$ cat src/verilog/mem_agent_macros.svh
`ifndef MEM_AGENT_MACROS_SVH
`define MEM_AGENT_MACROS_SVH

// ####################
// Bus widths
// ####################
`define MEM_AGENT_DW 64 // Data width in bits
`define MEM_AGENT_AW 32 // Byte address width
`define MEM_AGENT_CW 32 // Command width

// Number of 64-bit words in the RAM
`define MEM_AGENT_RAMDEPTH 256

// ####################
// Command fields
// ####################
`define MEM_AGENT_CMD_OPCODE 4:0   // Transaction opcode
`define MEM_AGENT_CMD_SIZE   7:5   // Log2 of bytes per element
`define MEM_AGENT_CMD_LEN    15:8  // Element count minus one
`define MEM_AGENT_CMD_ATYPE  23:16 // Atomic operation, bits 31:24 stay zero

`endif

$ cat src/verilog/umi_pkg.sv
`default_nettype none

package umi_pkg;

   // ####################
   // Opcodes
   // ####################
   typedef enum logic [4:0] {
      REQ_READ   = 5'h01,
      RESP_READ  = 5'h02,
      REQ_WRITE  = 5'h03,
      RESP_WRITE = 5'h04,
      REQ_POSTED = 5'h05, // Write without acknowledge
      REQ_ATOMIC = 5'h09
   } umi_opcode_e;

   // ####################
   // Atomic operations
   // ####################
   // Unlisted codes behave as swap
   typedef enum logic [7:0] {
      ATOMIC_ADD  = 8'h00,
      ATOMIC_AND  = 8'h01,
      ATOMIC_OR   = 8'h02,
      ATOMIC_XOR  = 8'h03,
      ATOMIC_MAX  = 8'h04, // Signed
      ATOMIC_MIN  = 8'h05, // Signed
      ATOMIC_MAXU = 8'h06,
      ATOMIC_MINU = 8'h07,
      ATOMIC_SWAP = 8'h08
   } umi_atype_e;

endpackage

`default_nettype wire

$ cat src/verilog/loc_if.sv
`timescale 1ns/1ps
`default_nettype none

`include "mem_agent_macros.svh"

// One local memory access, endpoint to datapath
interface loc_if;
   import umi_pkg::*;

   logic                     access; // High in the acceptance cycle only
   logic                     write;
   logic                     atomic;
   umi_atype_e               atype;
   logic [`MEM_AGENT_AW-1:0] addr;   // Byte address
   logic [2:0]               size;
   logic [7:0]               len;
   logic [`MEM_AGENT_DW-1:0] wrdata; // Right-aligned
   logic [`MEM_AGENT_DW-1:0] rddata; // Right-aligned, one cycle after access
   logic                     ready;  // Low during atomic write-back

   modport ep (
      output access, write, atomic, atype, addr, size, len, wrdata,
      input  rddata, ready
   );

   modport dp (
      input  access, write, atomic, atype, addr, size, len, wrdata,
      output rddata, ready
   );

endinterface

`default_nettype wire

$ cat src/verilog/umi_endpoint.sv
`timescale 1ns/1ps
`default_nettype none

`include "mem_agent_macros.svh"

module umi_endpoint (
   input  logic                     clk,
   input  logic                     nreset,
   // Request channel
   input  logic                     req_valid,
   input  logic [`MEM_AGENT_CW-1:0] req_cmd,
   input  logic [`MEM_AGENT_AW-1:0] req_dstaddr,
   input  logic [`MEM_AGENT_AW-1:0] req_srcaddr,
   input  logic [`MEM_AGENT_DW-1:0] req_data,
   output logic                     req_ready,
   // Response channel
   output logic                     resp_valid,
   output logic [`MEM_AGENT_CW-1:0] resp_cmd,
   output logic [`MEM_AGENT_AW-1:0] resp_dstaddr,
   output logic [`MEM_AGENT_AW-1:0] resp_srcaddr,
   output logic [`MEM_AGENT_DW-1:0] resp_data,
   input  logic                     resp_ready,
   // Local access
   loc_if.ep                        loc
);
   import umi_pkg::*;

   logic                     accept;
   logic                     resp_load;  // Response register free at next edge
   umi_opcode_e              req_opcode;

   // Item in the memory stage
   logic                     pend_valid; // Response owed
   logic                     pend_hold;  // Read data parked in pend_data
   umi_opcode_e              pend_opcode;
   logic [`MEM_AGENT_AW-1:0] pend_dstaddr;
   logic [`MEM_AGENT_AW-1:0] pend_srcaddr;
   logic [2:0]               pend_size;
   logic [7:0]               pend_len;
   logic [`MEM_AGENT_DW-1:0] pend_data;
   logic [`MEM_AGENT_DW-1:0] pend_rddata;
   logic [`MEM_AGENT_CW-1:0] resp_cmd_next;

   // ####################
   // Request decode
   // ####################
   assign req_opcode = umi_opcode_e'(req_cmd[`MEM_AGENT_CMD_OPCODE]);
   assign resp_load  = !resp_valid || resp_ready;
   assign req_ready  = loc.ready && resp_load;
   assign accept     = req_valid && req_ready;

   assign loc.access = accept;
   assign loc.write  = (req_opcode == REQ_WRITE) || (req_opcode == REQ_POSTED);
   assign loc.atomic = (req_opcode == REQ_ATOMIC);
   assign loc.atype  = umi_atype_e'(req_cmd[`MEM_AGENT_CMD_ATYPE]);
   assign loc.addr   = req_dstaddr;
   assign loc.size   = req_cmd[`MEM_AGENT_CMD_SIZE];
   assign loc.len    = req_cmd[`MEM_AGENT_CMD_LEN];
   assign loc.wrdata = req_data;

   // ####################
   // Pending record
   // ####################
   always_ff @(posedge clk or negedge nreset) begin
      if (!nreset) begin
         pend_valid <= 1'b0;
         pend_hold  <= 1'b0;
      end else begin
         if (accept)
            pend_valid <= (req_opcode != REQ_POSTED); // Posted writes owe nothing
         else if (resp_load)
            pend_valid <= 1'b0;
         pend_hold <= pend_valid && !resp_load; // Stalled behind a full response
      end
   end

   always_ff @(posedge clk) begin
      if (accept) begin
         pend_opcode  <= (req_opcode == REQ_WRITE) ? RESP_WRITE : RESP_READ;
         pend_dstaddr <= req_srcaddr; // Response goes back to the requester
         pend_srcaddr <= req_dstaddr;
         pend_size    <= req_cmd[`MEM_AGENT_CMD_SIZE];
         pend_len     <= req_cmd[`MEM_AGENT_CMD_LEN];
      end
      // RAM output only lasts one cycle
      if (pend_valid && !pend_hold)
         pend_data <= loc.rddata;
   end

   assign pend_rddata = pend_hold ? pend_data : loc.rddata;

   always_comb begin
      resp_cmd_next = '0;
      resp_cmd_next[`MEM_AGENT_CMD_OPCODE] = pend_opcode;
      resp_cmd_next[`MEM_AGENT_CMD_SIZE]   = pend_size;
      resp_cmd_next[`MEM_AGENT_CMD_LEN]    = pend_len;
   end

   // ####################
   // Response register
   // ####################
   always_ff @(posedge clk or negedge nreset) begin
      if (!nreset)
         resp_valid <= 1'b0;
      else if (resp_load)
         resp_valid <= pend_valid;
   end

   always_ff @(posedge clk) begin
      if (resp_load && pend_valid) begin
         resp_cmd     <= resp_cmd_next;
         resp_dstaddr <= pend_dstaddr;
         resp_srcaddr <= pend_srcaddr;
         // Write acks carry no data
         resp_data    <= (pend_opcode == RESP_READ) ? pend_rddata : '0;
      end
   end

endmodule

`default_nettype wire

$ cat src/flat_wrapper.sv
// flat-port wrapper written by rule: the top's interface ports become plain ports
module umi_endpoint_flat import umi_pkg::*;
  (clk, nreset, req_valid, req_cmd, req_dstaddr, req_srcaddr, req_data, req_ready, resp_valid, resp_cmd, resp_dstaddr, resp_srcaddr, resp_data, resp_ready, loc_access, loc_write, loc_atomic, loc_atype, loc_addr, loc_size, loc_len, loc_wrdata, loc_rddata, loc_ready);
  loc_if loc_i ();
  input  logic clk;
  input  logic nreset;
  input  logic req_valid;
  input  logic [`MEM_AGENT_CW-1:0] req_cmd;
  input  logic [`MEM_AGENT_AW-1:0] req_dstaddr;
  input  logic [`MEM_AGENT_AW-1:0] req_srcaddr;
  input  logic [`MEM_AGENT_DW-1:0] req_data;
  output logic req_ready;
  output logic resp_valid;
  output logic [`MEM_AGENT_CW-1:0] resp_cmd;
  output logic [`MEM_AGENT_AW-1:0] resp_dstaddr;
  output logic [`MEM_AGENT_AW-1:0] resp_srcaddr;
  output logic [`MEM_AGENT_DW-1:0] resp_data;
  input  logic resp_ready;
  output wire logic [$bits(loc_i.access)-1:0] loc_access;
  output wire logic [$bits(loc_i.write)-1:0] loc_write;
  output wire logic [$bits(loc_i.atomic)-1:0] loc_atomic;
  output wire logic [$bits(loc_i.atype)-1:0] loc_atype;
  output wire logic [$bits(loc_i.addr)-1:0] loc_addr;
  output wire logic [$bits(loc_i.size)-1:0] loc_size;
  output wire logic [$bits(loc_i.len)-1:0] loc_len;
  output wire logic [$bits(loc_i.wrdata)-1:0] loc_wrdata;
  input wire logic [$bits(loc_i.rddata)-1:0] loc_rddata;
  input wire logic [$bits(loc_i.ready)-1:0] loc_ready;
  assign loc_access = loc_i.access;
  assign loc_write = loc_i.write;
  assign loc_atomic = loc_i.atomic;
  assign loc_atype = loc_i.atype;
  assign loc_addr = loc_i.addr;
  assign loc_size = loc_i.size;
  assign loc_len = loc_i.len;
  assign loc_wrdata = loc_i.wrdata;
  assign loc_i.rddata = loc_rddata;
  assign loc_i.ready = loc_ready;
  umi_endpoint u_core (.clk(clk), .nreset(nreset), .req_valid(req_valid), .req_cmd(req_cmd), .req_dstaddr(req_dstaddr), .req_srcaddr(req_srcaddr), .req_data(req_data), .req_ready(req_ready), .resp_valid(resp_valid), .resp_cmd(resp_cmd), .resp_dstaddr(resp_dstaddr), .resp_srcaddr(resp_srcaddr), .resp_data(resp_data), .resp_ready(resp_ready), .loc(loc_i));
endmodule
$ cat config.mk
export PLATFORM = sky130hd
export DESIGN_NAME = umi_endpoint_flat
export DESIGN_NICKNAME = d
export VERILOG_FILES = /design/src/verilog/umi_pkg.sv /design/src/verilog/loc_if.sv /design/src/verilog/umi_endpoint.sv /design/src/flat_wrapper.sv
export VERILOG_INCLUDE_DIRS = /design/src /design/src/verilog
export SDC_FILE = /design/constraint.sdc
export NUM_CORES = 1
export LEC_CHECK = 0
export ABC_AREA = 1
export BUFFER_PORTS_ARGS = -buffer_cell sky130_fd_sc_hd__buf_2
export CORE_AREA = 4 4 194 196
export CTS_CLUSTER_DIAMETER = 40
export DETAILED_ROUTE_END_ITERATION = 8
export DIE_AREA = 0 0 198 200
export GPL_TIMING_DRIVEN = 0
export PLACE_DENSITY_LB_ADDON = 0.08
export SETUP_SLACK_MARGIN = 0.05
export SLEW_MARGIN = 20
export SYNTH_ARGS = -nofsm -noshare
export SYNTH_HDL_FRONTEND = slang
export SYNTH_SLANG_ARGS = --single-unit
$ cat constraint.sdc
create_clock -name clk -period 9.57 [get_ports clk]
set_clock_uncertainty 0.1 [all_clocks]
set_input_delay 2.871 -clock clk [delete_from_list [all_inputs] [get_ports clk]]
set_output_delay 2.871 -clock clk [all_outputs]
set_load 0.03 [all_outputs]
==> metrics.yaml <==
cts_sinks: 285
ir_drop_mv: 0.1287
areaGrowthSynthToFinish_pct: 43.64
overflow: 0
grt_pass1_vias: 6610
hold_viol: 0
cp-start-kind: "primary input"
synth-async-reset-ratio_pct: 1.053
rsz0062_at_grt: "false"
fin_crit_sh_pct: 74.44
path_cells: "buf_2 > inv_1 > nand2_1 > nand2_1 > nor2_4 > buf_12 > buf_16 > buf_12 > buf_2"
synth_area_leaders: "edfxtp_1 80%, buf_4 9.6%, nand2_1 4.9%"
power.leakage_nw: 6.458
synthTopCellsByCount: "282 x edfxtp_1, 138 x nand2_1, 135 x buf_4"
cp_top_family: "buffers and inverters"
worst-path-buf-inv: 6
core_area_sq_um: 36080
synth_top_area_share_pct: 79.91
internal_power_mw: 2.674
yosysTopAreaCell: "edfxtp_1"
power_mw: 3.536
initial_core_util_pct: 29.37
syn_inst: 660
clk_pin_slew_ns: 0.06
criticalPathCategory: "primary input to primary output"
cpPeakStageDelay_ns: 0.23
worstPathMaxFanout: 24
synthDistinctLibCells: 13
seq_area_sq_um: 8543
gp_congestion: 0.7078
startpoint: "resp_ready"
fin_area_sq_um: 15220
n_fill_cell: 3436
syn_avg_cell_area_sq_um: 16.06
die_h_um: 200
cts.repair.resized: 0
routed_wl_mm: 27.24
drive_gt1_share_pct: 55.18
die_area_sq_um: 39600
cp.arrival_ns: 4.15
cap_violations: 0
syn_area_sq_um: 10600
drt_iter0_markers: 227
powerDensity_nw_per_um2: 232.3
grt_antenna_before_repair: 7
tightestPinTransition_ns: 0.6638
max_clock_freq_mhz: 140.4
yosysWarnings: 0
numCtsBuffers: 47
dp.cells: 1569
diodes: 0
multiInputGateArea_sq_um: 970.9
preCtsSetupSlack_ns: 2.435
clock_latency_ns: 0.53
ys_ff_latch: 285
grt_max_degree: 25
io_pins: 509
slew_headroom_pct: 55.64
p_comb_share_pct: 11.3
cts_root_buffer: "clkbuf_16"
fin_crit_ns: 7.124
vias_per_cell: 3.970
final_util_pct: 42.18
cts.path.max_buffers: 3
final.setup.tns_ns: 0
port_buffers: 409
hp-class: "flop to flop"
ys_seq_area_share_pct: 80.62
seq_power_share_pct: 41.9
synth_edf_count: 282
maxSlewViolCount: 0
drc: 0
post_cts_buffers: 0
wire_per_inst_um: 16.46
p_sw_uw: 862.6
drt-met1-wl_mm: 10.51
setup-violations-final: 0
layout.nets: 1379
cts-htree-levels: 2
postPlaceCellArea_sq_um: 13650
fin_hold_ws_ns: 0.3105
cts_hold_buf: 0
final_cells: 1655
worstPathRequired_ns: 6.60
top_layer: "met5"
worst_slack_ns: 2.446
track_usage_pct: 12.74
die_w_um: 198
clkPwrFrac_pct: 46.8
status: "completed"
grt_pass1_wl_mm: 38.90
worstSetupEndpointType: "primary output"
wl_met3_mm: 3.058
synthMostInstantiatedCell: "edfxtp_1"
synth_ff_type: "edfxtp_1"
met2RoutedLength_mm: 13.11
placementRows: 70
ant_nets: 0
num_vias: 6570
worstHoldStart: "u_core.pend_srcaddr[14]"
rr_startpoint: "u_core.resp_valid"
dpl.hpwl_mm: 20.17
cts_tree: "built"
switching_share_pct: 24.39
cp_slowest_cell: "buf_2"
firstDrtPassIters: 4
==> registers in the layout, summed over array words and instances (netlist names) <==
register	flops
u_core.resp_dstaddr	32
u_core.pend_data	64
u_core.pend_len	8
u_core.resp_srcaddr	32
u_core.resp_valid	1
u_core.resp_data	64
u_core.pend_opcode	2
u_core.pend_dstaddr	32
u_core.pend_srcaddr	32
u_core.pend_valid	1
u_core.pend_hold	1
u_core.resp_cmd	13
u_core.pend_size	3
==> area by class of cell <==
type	instances	share of cell area, %
Tap cell	468	3.847
Timing Repair Buffer	423	15.60
Clock buffer	54	8.179
Sequential cell	285	56.13
Multi-Input combinational cell	230	6.379
Buffer	153	7.456
Inverter	10	0.2466
Clock inverter	32	2.162
==> power groups by stage <==
stage	logic [mW]	clock network, mW	registers (mW)
floorplan	0.165	0	1.60
finish	0.400	1.65	1.48
CTS	0.408	1.71	1.48
global placement	0.377	0	1.52
detailed placement	0.408	0	1.51
global route	0.429	1.77	1.49
==> worst paths after layout <==
check,to,slack (ns),cells after the start
setup / recovery,loc_access,2.45,9
hold / removal,u_core.resp_srcaddr[14],0.31,0
setup reg to reg,u_core.resp_srcaddr[26],7.48,6
hold reg to reg,u_core.resp_srcaddr[14],0.31,0
max in group asynchronous,u_core.pend_hold,7.22,1
min in group asynchronous,u_core.pend_valid,2.04,1
==> worst reg2reg max path: stages (launching register included) <==
cell	delay (ns)
dfrtp_1	0.37
nand2_1	0.11
inv_1	0.09
nor2_4	0.52
buf_16	0.23
buf_16	0.19
buf_16	0.18
==> metal layers <==
metal,vias up,global-route usage (%)
li1,3185,-
met1,3043,15.48
met2,278,20.18
met3,54,6.294
met4,10,3.851
met5,-,0
==> logic make-up after synthesis <==
logic type	count (synthesis)	synth area share (%)
buffers and inverters	163	11.06
AO/OA/AOI/OAI	64	3.023
AND/OR/NAND/NOR	147	5.255
flip-flops	285	80.62
other	1	0.03539
==> placed cells by master, fill, tap and decap left out, types with 4 or more instances in the layout <==
cell / netlist / final
clkinvlp_4: 0 / 9
buf_2: 13 / 422
conb_1: 1 / 19
nand2_1: 138 / 138
bufinv_16: 0 / 5
clkbuf_16: 0 / 49
nor2_1: 7 / 4
clkbuf_1: 0 / 5
inv_1: 9 / 9
buf_6: 5 / 5
clkinv_2: 0 / 5
buf_12: 0 / 6
a21oi_1: 64 / 64
buf_16: 0 / 7
buf_4: 135 / 135
edfxtp_1: 282 / 282
clkinv_1: 0 / 6
Note: power is estimated with default switching activity, not from simulation.
