`src/verilog/mem_agent_macros.svh`:
```
`ifndef MEM_AGENT_MACROS_SVH
`define MEM_AGENT_MACROS_SVH

// ####################
// Bus widths
// ####################
`define MEM_AGENT_DW 64 // Data width in bits
`define MEM_AGENT_AW 32 // Byte address width
`define MEM_AGENT_CW 32 // Command width

// Number of 64-bit words in the RAM
`define MEM_AGENT_RAMDEPTH 256

// ####################
// Command fields
// ####################
`define MEM_AGENT_CMD_OPCODE 4:0   // Transaction opcode
`define MEM_AGENT_CMD_SIZE   7:5   // Log2 of bytes per element
`define MEM_AGENT_CMD_LEN    15:8  // Element count minus one
`define MEM_AGENT_CMD_ATYPE  23:16 // Atomic operation, bits 31:24 stay zero

`endif

```
`src/verilog/umi_pkg.sv`:
```
`default_nettype none

package umi_pkg;

   // ####################
   // Opcodes
   // ####################
   typedef enum logic [4:0] {
      REQ_READ   = 5'h01,
      RESP_READ  = 5'h02,
      REQ_WRITE  = 5'h03,
      RESP_WRITE = 5'h04,
      REQ_POSTED = 5'h05, // Write without acknowledge
      REQ_ATOMIC = 5'h09
   } umi_opcode_e;

   // ####################
   // Atomic operations
   // ####################
   // Unlisted codes behave as swap
   typedef enum logic [7:0] {
      ATOMIC_ADD  = 8'h00,
      ATOMIC_AND  = 8'h01,
      ATOMIC_OR   = 8'h02,
      ATOMIC_XOR  = 8'h03,
      ATOMIC_MAX  = 8'h04, // Signed
      ATOMIC_MIN  = 8'h05, // Signed
      ATOMIC_MAXU = 8'h06,
      ATOMIC_MINU = 8'h07,
      ATOMIC_SWAP = 8'h08
   } umi_atype_e;

endpackage

`default_nettype wire

```
`src/verilog/loc_if.sv`:
```
`timescale 1ns/1ps
`default_nettype none

`include "mem_agent_macros.svh"

// One local memory access, endpoint to datapath
interface loc_if;
   import umi_pkg::*;

   logic                     access; // High in the acceptance cycle only
   logic                     write;
   logic                     atomic;
   umi_atype_e               atype;
   logic [`MEM_AGENT_AW-1:0] addr;   // Byte address
   logic [2:0]               size;
   logic [7:0]               len;
   logic [`MEM_AGENT_DW-1:0] wrdata; // Right-aligned
   logic [`MEM_AGENT_DW-1:0] rddata; // Right-aligned, one cycle after access
   logic                     ready;  // Low during atomic write-back

   modport ep (
      output access, write, atomic, atype, addr, size, len, wrdata,
      input  rddata, ready
   );

   modport dp (
      input  access, write, atomic, atype, addr, size, len, wrdata,
      output rddata, ready
   );

endinterface

`default_nettype wire

```
`src/verilog/mem_datapath.sv`:
```
`timescale 1ns/1ps
`default_nettype none

`include "mem_agent_macros.svh"

module mem_datapath (
   input  logic                       clk,
   input  logic                       nreset,
   loc_if.dp                          loc,
   // RAM port
   output logic                       mem_we,
   output logic [`MEM_AGENT_AW-4:0]   mem_addr,  // Word index
   output logic [`MEM_AGENT_DW/8-1:0] mem_wmask, // One bit per byte
   output logic [`MEM_AGENT_DW-1:0]   mem_din,
   input  logic [`MEM_AGENT_DW-1:0]   mem_dout
);
   import umi_pkg::*;

   logic [2:0]                 offset;   // Byte lane of the first byte
   logic [11:0]                lenp1;
   logic [11:0]                nbytes;
   logic [11:0]                end_byte; // One past the last byte
   logic [`MEM_AGENT_DW/8-1:0] byte_mask;
   logic [`MEM_AGENT_DW-1:0]   wr_aligned;

   // Atomic state, captured in the acceptance cycle
   logic                       atom_busy;
   logic [`MEM_AGENT_AW-4:0]   atom_addr;
   logic [`MEM_AGENT_DW/8-1:0] atom_mask;
   umi_atype_e                 atom_type;
   logic [`MEM_AGENT_DW-1:0]   atom_operand; // Element top at bit 63
   logic [6:0]                 atom_shift;
   logic [`MEM_AGENT_DW-1:0]   old_msb;
   logic [`MEM_AGENT_DW-1:0]   atom_result;
   logic [2:0]                 rd_offset;

   // ####################
   // Byte mask and lanes
   // ####################
   assign offset     = loc.addr[2:0];
   assign lenp1      = {4'h0, loc.len} + 12'd1;
   assign nbytes     = lenp1 << loc.size;
   assign end_byte   = {9'h0, offset} + nbytes;
   assign wr_aligned = loc.wrdata << {offset, 3'b000};

   always_comb begin
      for (int i = 0; i < `MEM_AGENT_DW/8; i++) begin
         byte_mask[i] = (12'(i) >= {9'h0, offset}) && (12'(i) < end_byte);
      end
   end

   // ####################
   // Atomic sequencing
   // ####################
   always_ff @(posedge clk or negedge nreset) begin
      if (!nreset)
         atom_busy <= 1'b0;
      else
         atom_busy <= loc.access && loc.atomic; // Write-back next cycle
   end

   always_ff @(posedge clk) begin
      if (loc.access && loc.atomic) begin
         atom_addr    <= loc.addr[`MEM_AGENT_AW-1:3];
         atom_mask    <= byte_mask;
         atom_type    <= loc.atype;
         atom_operand <= loc.wrdata << {4'd8 - nbytes[3:0], 3'b000};
         atom_shift   <= {4'd8 - end_byte[3:0], 3'b000};
      end
      rd_offset <= offset;
   end

   // Old element moved to the top so signed compares see its sign bit
   assign old_msb = mem_dout << atom_shift;

   always_comb begin
      case (atom_type)
         ATOMIC_ADD:  atom_result = atom_operand + old_msb;
         ATOMIC_AND:  atom_result = atom_operand & old_msb;
         ATOMIC_OR:   atom_result = atom_operand | old_msb;
         ATOMIC_XOR:  atom_result = atom_operand ^ old_msb;
         ATOMIC_MAX:
            atom_result = ($signed(atom_operand) > $signed(old_msb)) ? atom_operand : old_msb;
         ATOMIC_MIN:
            atom_result = ($signed(atom_operand) > $signed(old_msb)) ? old_msb : atom_operand;
         ATOMIC_MAXU: atom_result = (atom_operand > old_msb) ? atom_operand : old_msb;
         ATOMIC_MINU: atom_result = (atom_operand > old_msb) ? old_msb : atom_operand;
         default:     atom_result = atom_operand; // Swap
      endcase
   end

   // ####################
   // RAM port mux
   // ####################
   assign mem_we    = (loc.access && loc.write) || atom_busy;
   assign mem_addr  = atom_busy ? atom_addr : loc.addr[`MEM_AGENT_AW-1:3];
   assign mem_wmask = atom_busy ? atom_mask : byte_mask;
   assign mem_din   = atom_busy ? (atom_result >> atom_shift) : wr_aligned;

   assign loc.ready  = !atom_busy;
   assign loc.rddata = mem_dout >> {rd_offset, 3'b000}; // Right-aligned

endmodule

`default_nettype wire

```
`src/flat_wrapper.sv`:
```
// flat-port wrapper written by rule: the top's interface ports become plain ports
module mem_datapath_flat import umi_pkg::*;
  (clk, nreset, mem_we, mem_addr, mem_wmask, mem_din, mem_dout, loc_access, loc_write, loc_atomic, loc_atype, loc_addr, loc_size, loc_len, loc_wrdata, loc_rddata, loc_ready);
  loc_if loc_i ();
  input  logic clk;
  input  logic nreset;
  output logic mem_we;
  output logic [`MEM_AGENT_AW-4:0] mem_addr;
  output logic [`MEM_AGENT_DW/8-1:0] mem_wmask;
  output logic [`MEM_AGENT_DW-1:0] mem_din;
  input  logic [`MEM_AGENT_DW-1:0] mem_dout;
  input wire logic [$bits(loc_i.access)-1:0] loc_access;
  input wire logic [$bits(loc_i.write)-1:0] loc_write;
  input wire logic [$bits(loc_i.atomic)-1:0] loc_atomic;
  input wire logic [$bits(loc_i.atype)-1:0] loc_atype;
  input wire logic [$bits(loc_i.addr)-1:0] loc_addr;
  input wire logic [$bits(loc_i.size)-1:0] loc_size;
  input wire logic [$bits(loc_i.len)-1:0] loc_len;
  input wire logic [$bits(loc_i.wrdata)-1:0] loc_wrdata;
  output wire logic [$bits(loc_i.rddata)-1:0] loc_rddata;
  output wire logic [$bits(loc_i.ready)-1:0] loc_ready;
  assign loc_i.access = loc_access;
  assign loc_i.write = loc_write;
  assign loc_i.atomic = loc_atomic;
  assign loc_i.atype = loc_atype;
  assign loc_i.addr = loc_addr;
  assign loc_i.size = loc_size;
  assign loc_i.len = loc_len;
  assign loc_i.wrdata = loc_wrdata;
  assign loc_rddata = loc_i.rddata;
  assign loc_ready = loc_i.ready;
  mem_datapath u_core (.clk(clk), .nreset(nreset), .loc(loc_i), .mem_we(mem_we), .mem_addr(mem_addr), .mem_wmask(mem_wmask), .mem_din(mem_din), .mem_dout(mem_dout));
endmodule
```
`config.mk`:
```
export PLATFORM = sky130hd
export DESIGN_NAME = mem_datapath_flat
export DESIGN_NICKNAME = d
export VERILOG_FILES = /design/src/verilog/umi_pkg.sv /design/src/verilog/loc_if.sv /design/src/verilog/mem_datapath.sv /design/src/flat_wrapper.sv
export VERILOG_INCLUDE_DIRS = /design/src /design/src/verilog
export SDC_FILE = /design/constraint.sdc
export NUM_CORES = 1
export LEC_CHECK = 0
export ABC_AREA = 1
export BUFFER_PORTS_ARGS = -buffer_cell sky130_fd_sc_hd__clkbuf_2
export CELL_PAD_IN_SITES_DETAIL_PLACEMENT = 1
export CELL_PAD_IN_SITES_GLOBAL_PLACEMENT = 2
export CORE_MARGIN = 2
export CORE_UTILIZATION = 33
export DETAILED_ROUTE_END_ITERATION = 7
export GPL_TIMING_DRIVEN = 0
export PLACE_DENSITY = 0.94
export SYNTH_ARGS = -nofsm -noshare
export SYNTH_HDL_FRONTEND = slang
export SYNTH_SLANG_ARGS = --single-unit
```
`constraint.sdc`:
```
create_clock -name clk -period 9.3 [get_ports clk]
set_input_delay 0.465 -clock clk [delete_from_list [all_inputs] [get_ports clk]]
set_output_delay 0.465 -clock clk [all_outputs]
set_load 0.01 [all_outputs]
```
==> impl_metrics.py <==
metrics = {
    "run_status": {
        "status": "finished with violations",
        "violations": "negative setup slack",
    },
    "power_and_ir_drop": {
        "p_total_mw": 4.07,
        "powerDensity_nw_per_um2": 130,
        "leakage_nw": 15.4,
        "peakVddDrop_v": 0.000136,
    },
    "setup_path": {
        "critPathMaxFanout": 10,
        "cp.required_ns": 8.84,
        "crit_top_cell": "nand3_1",
        "critical_path_class": "reg -> out",
        "max_stage_delay_ns": 0.99,
        "cp-start-kind": "flop",
        "endpoint_kind": "primary output",
        "cp.arrival_ns": 8.89,
        "cp_slowest_cell": "o22ai_1",
    },
    "global_routing": {
        "grt_pass1_vias": 38700,
        "grt_antenna_before_repair": 5,
        "grt_max_degree": 68,
        "gr-total-overflow": 0,
        "grt_first_pass_wirelength_mm": 282,
        "grt_usage_pct": 45.5,
    },
    "routing": {
        "vias_per_cell": 6.00,
        "wl_mm": 202,
        "drt-pass1-iter-count": 6,
        "wl_per_cell_um": 30.4,
        "ant_nets": 0,
        "drt_iter0_markers": 4136,
        "drc": 0,
        "dr_total_vias": 39900,
    },
    "synth": {
        "ys_seq_elements": 117,
        "synth-seq-area-share_pct": 12.6,
        "syn_area_per_cell_um2": 5.32,
        "yosys_warnings": 0,
        "synth.distinct_cells": 57,
        "async_flop_share_pct": 0.855,
        "syn_nets": 5549,
        "ys_dominant_reg_cell": "edfxtp_1",
        "syn_inst": 5187,
        "synthesis.area_um2": 27600,
        "synth_edf_count": 113,
    },
    "sta": {
        "post-route-min-period_ns": 9.35,
        "finalCritPeriodShare_pct": 101,
        "worst_slack_ns": -0.0518,
        "final-hold-violation-count": 0,
        "rsz0062_at_grt": "no",
        "finalSetupViolCount": 2,
        "slew_viol_final": 0,
        "slew_headroom_pct": 8.74,
        "worstMarginPinSlew_ns": 1.37,
        "max_freq_ghz": 0.107,
    },
    "floorplanning": {
        "rows": 106,
        "io_pins": 351,
        "chipWidth_um": 293,
        "die-height_um": 293,
        "start_util_pct": 33.2,
        "core_area_um2": 83300,
        "fp.dieArea_um2": 86000,
    },
    "layout": {
        "fin_cells": 6652,
        "nNetsFinal": 5919,
        "area_growth_pct": 13.8,
        "final_common_cell": "nand2_1",
        "layout-drive-gt1-share_pct": 8.56,
        "mostFrequentLayoutCells": "1,665 x nand2_1, 732 x nand3_1, 574 x inv_1",
    },
    "clocking": {
        "cts_tree": "yes",
        "post-cts-setup-buffers": 0,
        "cts-buffers-inserted": 17,
        "path_clk_slew_ns": 0.07,
        "htreeDepth": 4,
        "clock_sinks": 117,
        "clockBufferDepth": 2,
        "cts_root_buffer": "clkbuf_16",
    },
    "flow_run": {
        "maxCapViolations": 0,
    },
    "placed_design": {
        "dp_cells": 6617,
        "dp_hpwl_mm": 175,
        "port_buffers": 349,
        "place_congestion": 1.11,
    },
    "min_path": {
        "min_path_type": "in -> reg",
    },
}
[layer usage]
| layer | track usage (%) | routed length, µm | vias to the layer above |
|---|---|---|---|
| met5 | 0 | 29 | - |
| met1 | 56.4 | 80100 | 19100 |
| met4 | 33.0 | 17100 | 4 |
| li1 | - | - | 17900 |
| met3 | 9.98 | 19800 | 550 |
| met2 | 69.5 | 85300 | 2286 |
[critical path, delay by kind of cell, from the launching register on]
kind | cells | cell delay (ns)
simple gates | 16 | 3.48
buf+inv | 7 | 1.85
fa+ha+maj | 1 | 0.50
compound gates | 3 | 1.85
flops | 1 | 0.67
[through the flow]
step | worst slack (ns) | util (%) | cell area, µm² | hold WS, ns | TNS, ns
floorplan | 4.18 | - | 27600 | 0.169 | 0
global placement | 0.354 | 36.9 | 30700 | 0.241 | 0
detailed placement | 0.377 | 36.9 | 30700 | 0.243 | 0
CTS | 0.00264 | 37.6 | 31400 | 0.165 | 0
global route | 0.00505 | 37.7 | 31400 | 0.172 | 0
finish | -0.0518 | 37.7 | 31400 | 0.169 | -0.103
[cells in the mapped netlist, types with 2 or more instances]
master        n  area (µm²)
o211ai_1     68         510
nand2_2       5        31.3
nand3b_1      7        52.6
a21boi_0      2        15.0
buf_6         6        67.6
or2_2         5        31.3
o21ai_1      25         125
and2_1        9        56.3
nand2_1    1666        6250
o2111ai_1     3        26.3
edfxtp_1    113        3390
mux2i_1      23         230
o41ai_1       8        70.1
a221oi_1     23         201
inv_1       575        2160
buf_4         9        67.6
nand3_1     732        3660
nor3_1       33         165
o21a_1        4        30.0
nor2_1      451        1690
o221ai_1     20         175
nor4_1       18         113
clkbuf_1    224         841
a21oi_1     151         756
a22oi_1       3        22.5
o21ai_0     476        2380
a21o_1        6        45.0
o21bai_1     15         113
a31oi_1      17         106
o31ai_1      15         113
buf_2        39         195
ha_1        176        2200
inv_2         7        26.3
nor2_2        4        25.0
o22ai_1      59         369
clkinv_1      7        26.3
fa_1          2        40.0
and3_1        2        12.5
nand4_1      75         469
dfxtp_1       3        60.1
a211oi_1     31         233
nand3_2       2        20.0
buf_1        42         158
a2111oi_0     3        26.3
xor2_1       11        96.3
[what timing repair did]
item	in CTS	in global routing
gates cloned	0	0
endpoints found under the setup margin	12	49
gates resized for setup	1	13
hold endpoints to repair	1	0
hold buffers	1	0
[where the power goes]
| group | total (mW) | internal [mW] | switching, mW | leakage [nW] |
|---|---|---|---|---|
| Clock | 0.704 | 0.401 | 0.303 | 0.293 |
| Sequential | 0.733 | 0.637 | 0.0954 | 1.05 |
| Combinational | 2.63 | 0.667 | 1.97 | 14.0 |
| Total | 4.07 | 1.71 | 2.36 | 15.4 |
[cell families (layout without fill, tap and decap cells)]
logic type | after synthesis | after routing | synth area share [%]
other | 0 | 2 | 0
adders and majority gates | 178 | 178 | 8.12
xor gates and xnor gates | 12 | 12 | 0.381
and+or+nand+nor | 3015 | 3015 | 45.8
DFF | 117 | 117 | 12.6
buffers and inverters | 909 | 1292 | 12.8
AOI/OAI and AO/OA | 933 | 933 | 19.4
muxes | 23 | 23 | 0.834
[flip-flops by register name, indices dropped and copies added (netlist names)]
| signal | count |
|---|---|
| u_core.atom_type | 8 |
| u_core.atom_operand | 64 |
| u_core.rd_offset | 3 |
| u_core.atom_addr | 29 |
| u_core.atom_busy | 1 |
| u_core.atom_shift | 4 |
| u_core.atom_mask | 8 |
[layout make-up]
cell class | count | area [µm²]
fill | 11900 | 51900
multi-input combinational | 4161 | 20700
sequential | 117 | 3480
inverter | 589 | 2210
timing repair buffer | 351 | 1780
tap | 1080 | 1350
buffer | 320 | 1330
clock buffer | 17 | 425
clock inverter | 15 | 170
antenna | 2 | 5.00
[final timing paths]
path | start | to | cells past startpoint
setup / recovery | u_core.atom_shift[3]$_DFFE_PP_ | mem_din[1] | 27
max in group asynchronous | nreset | u_core.atom_busy$_DFF_PN0_ | 2
min in group asynchronous | nreset | u_core.atom_busy$_DFF_PN0_ | 2
hold / removal | loc_atype[1] | u_core.atom_type[1]$_DFFE_PP_ | 1
Note: power is estimated with default switching activity, not from simulation.
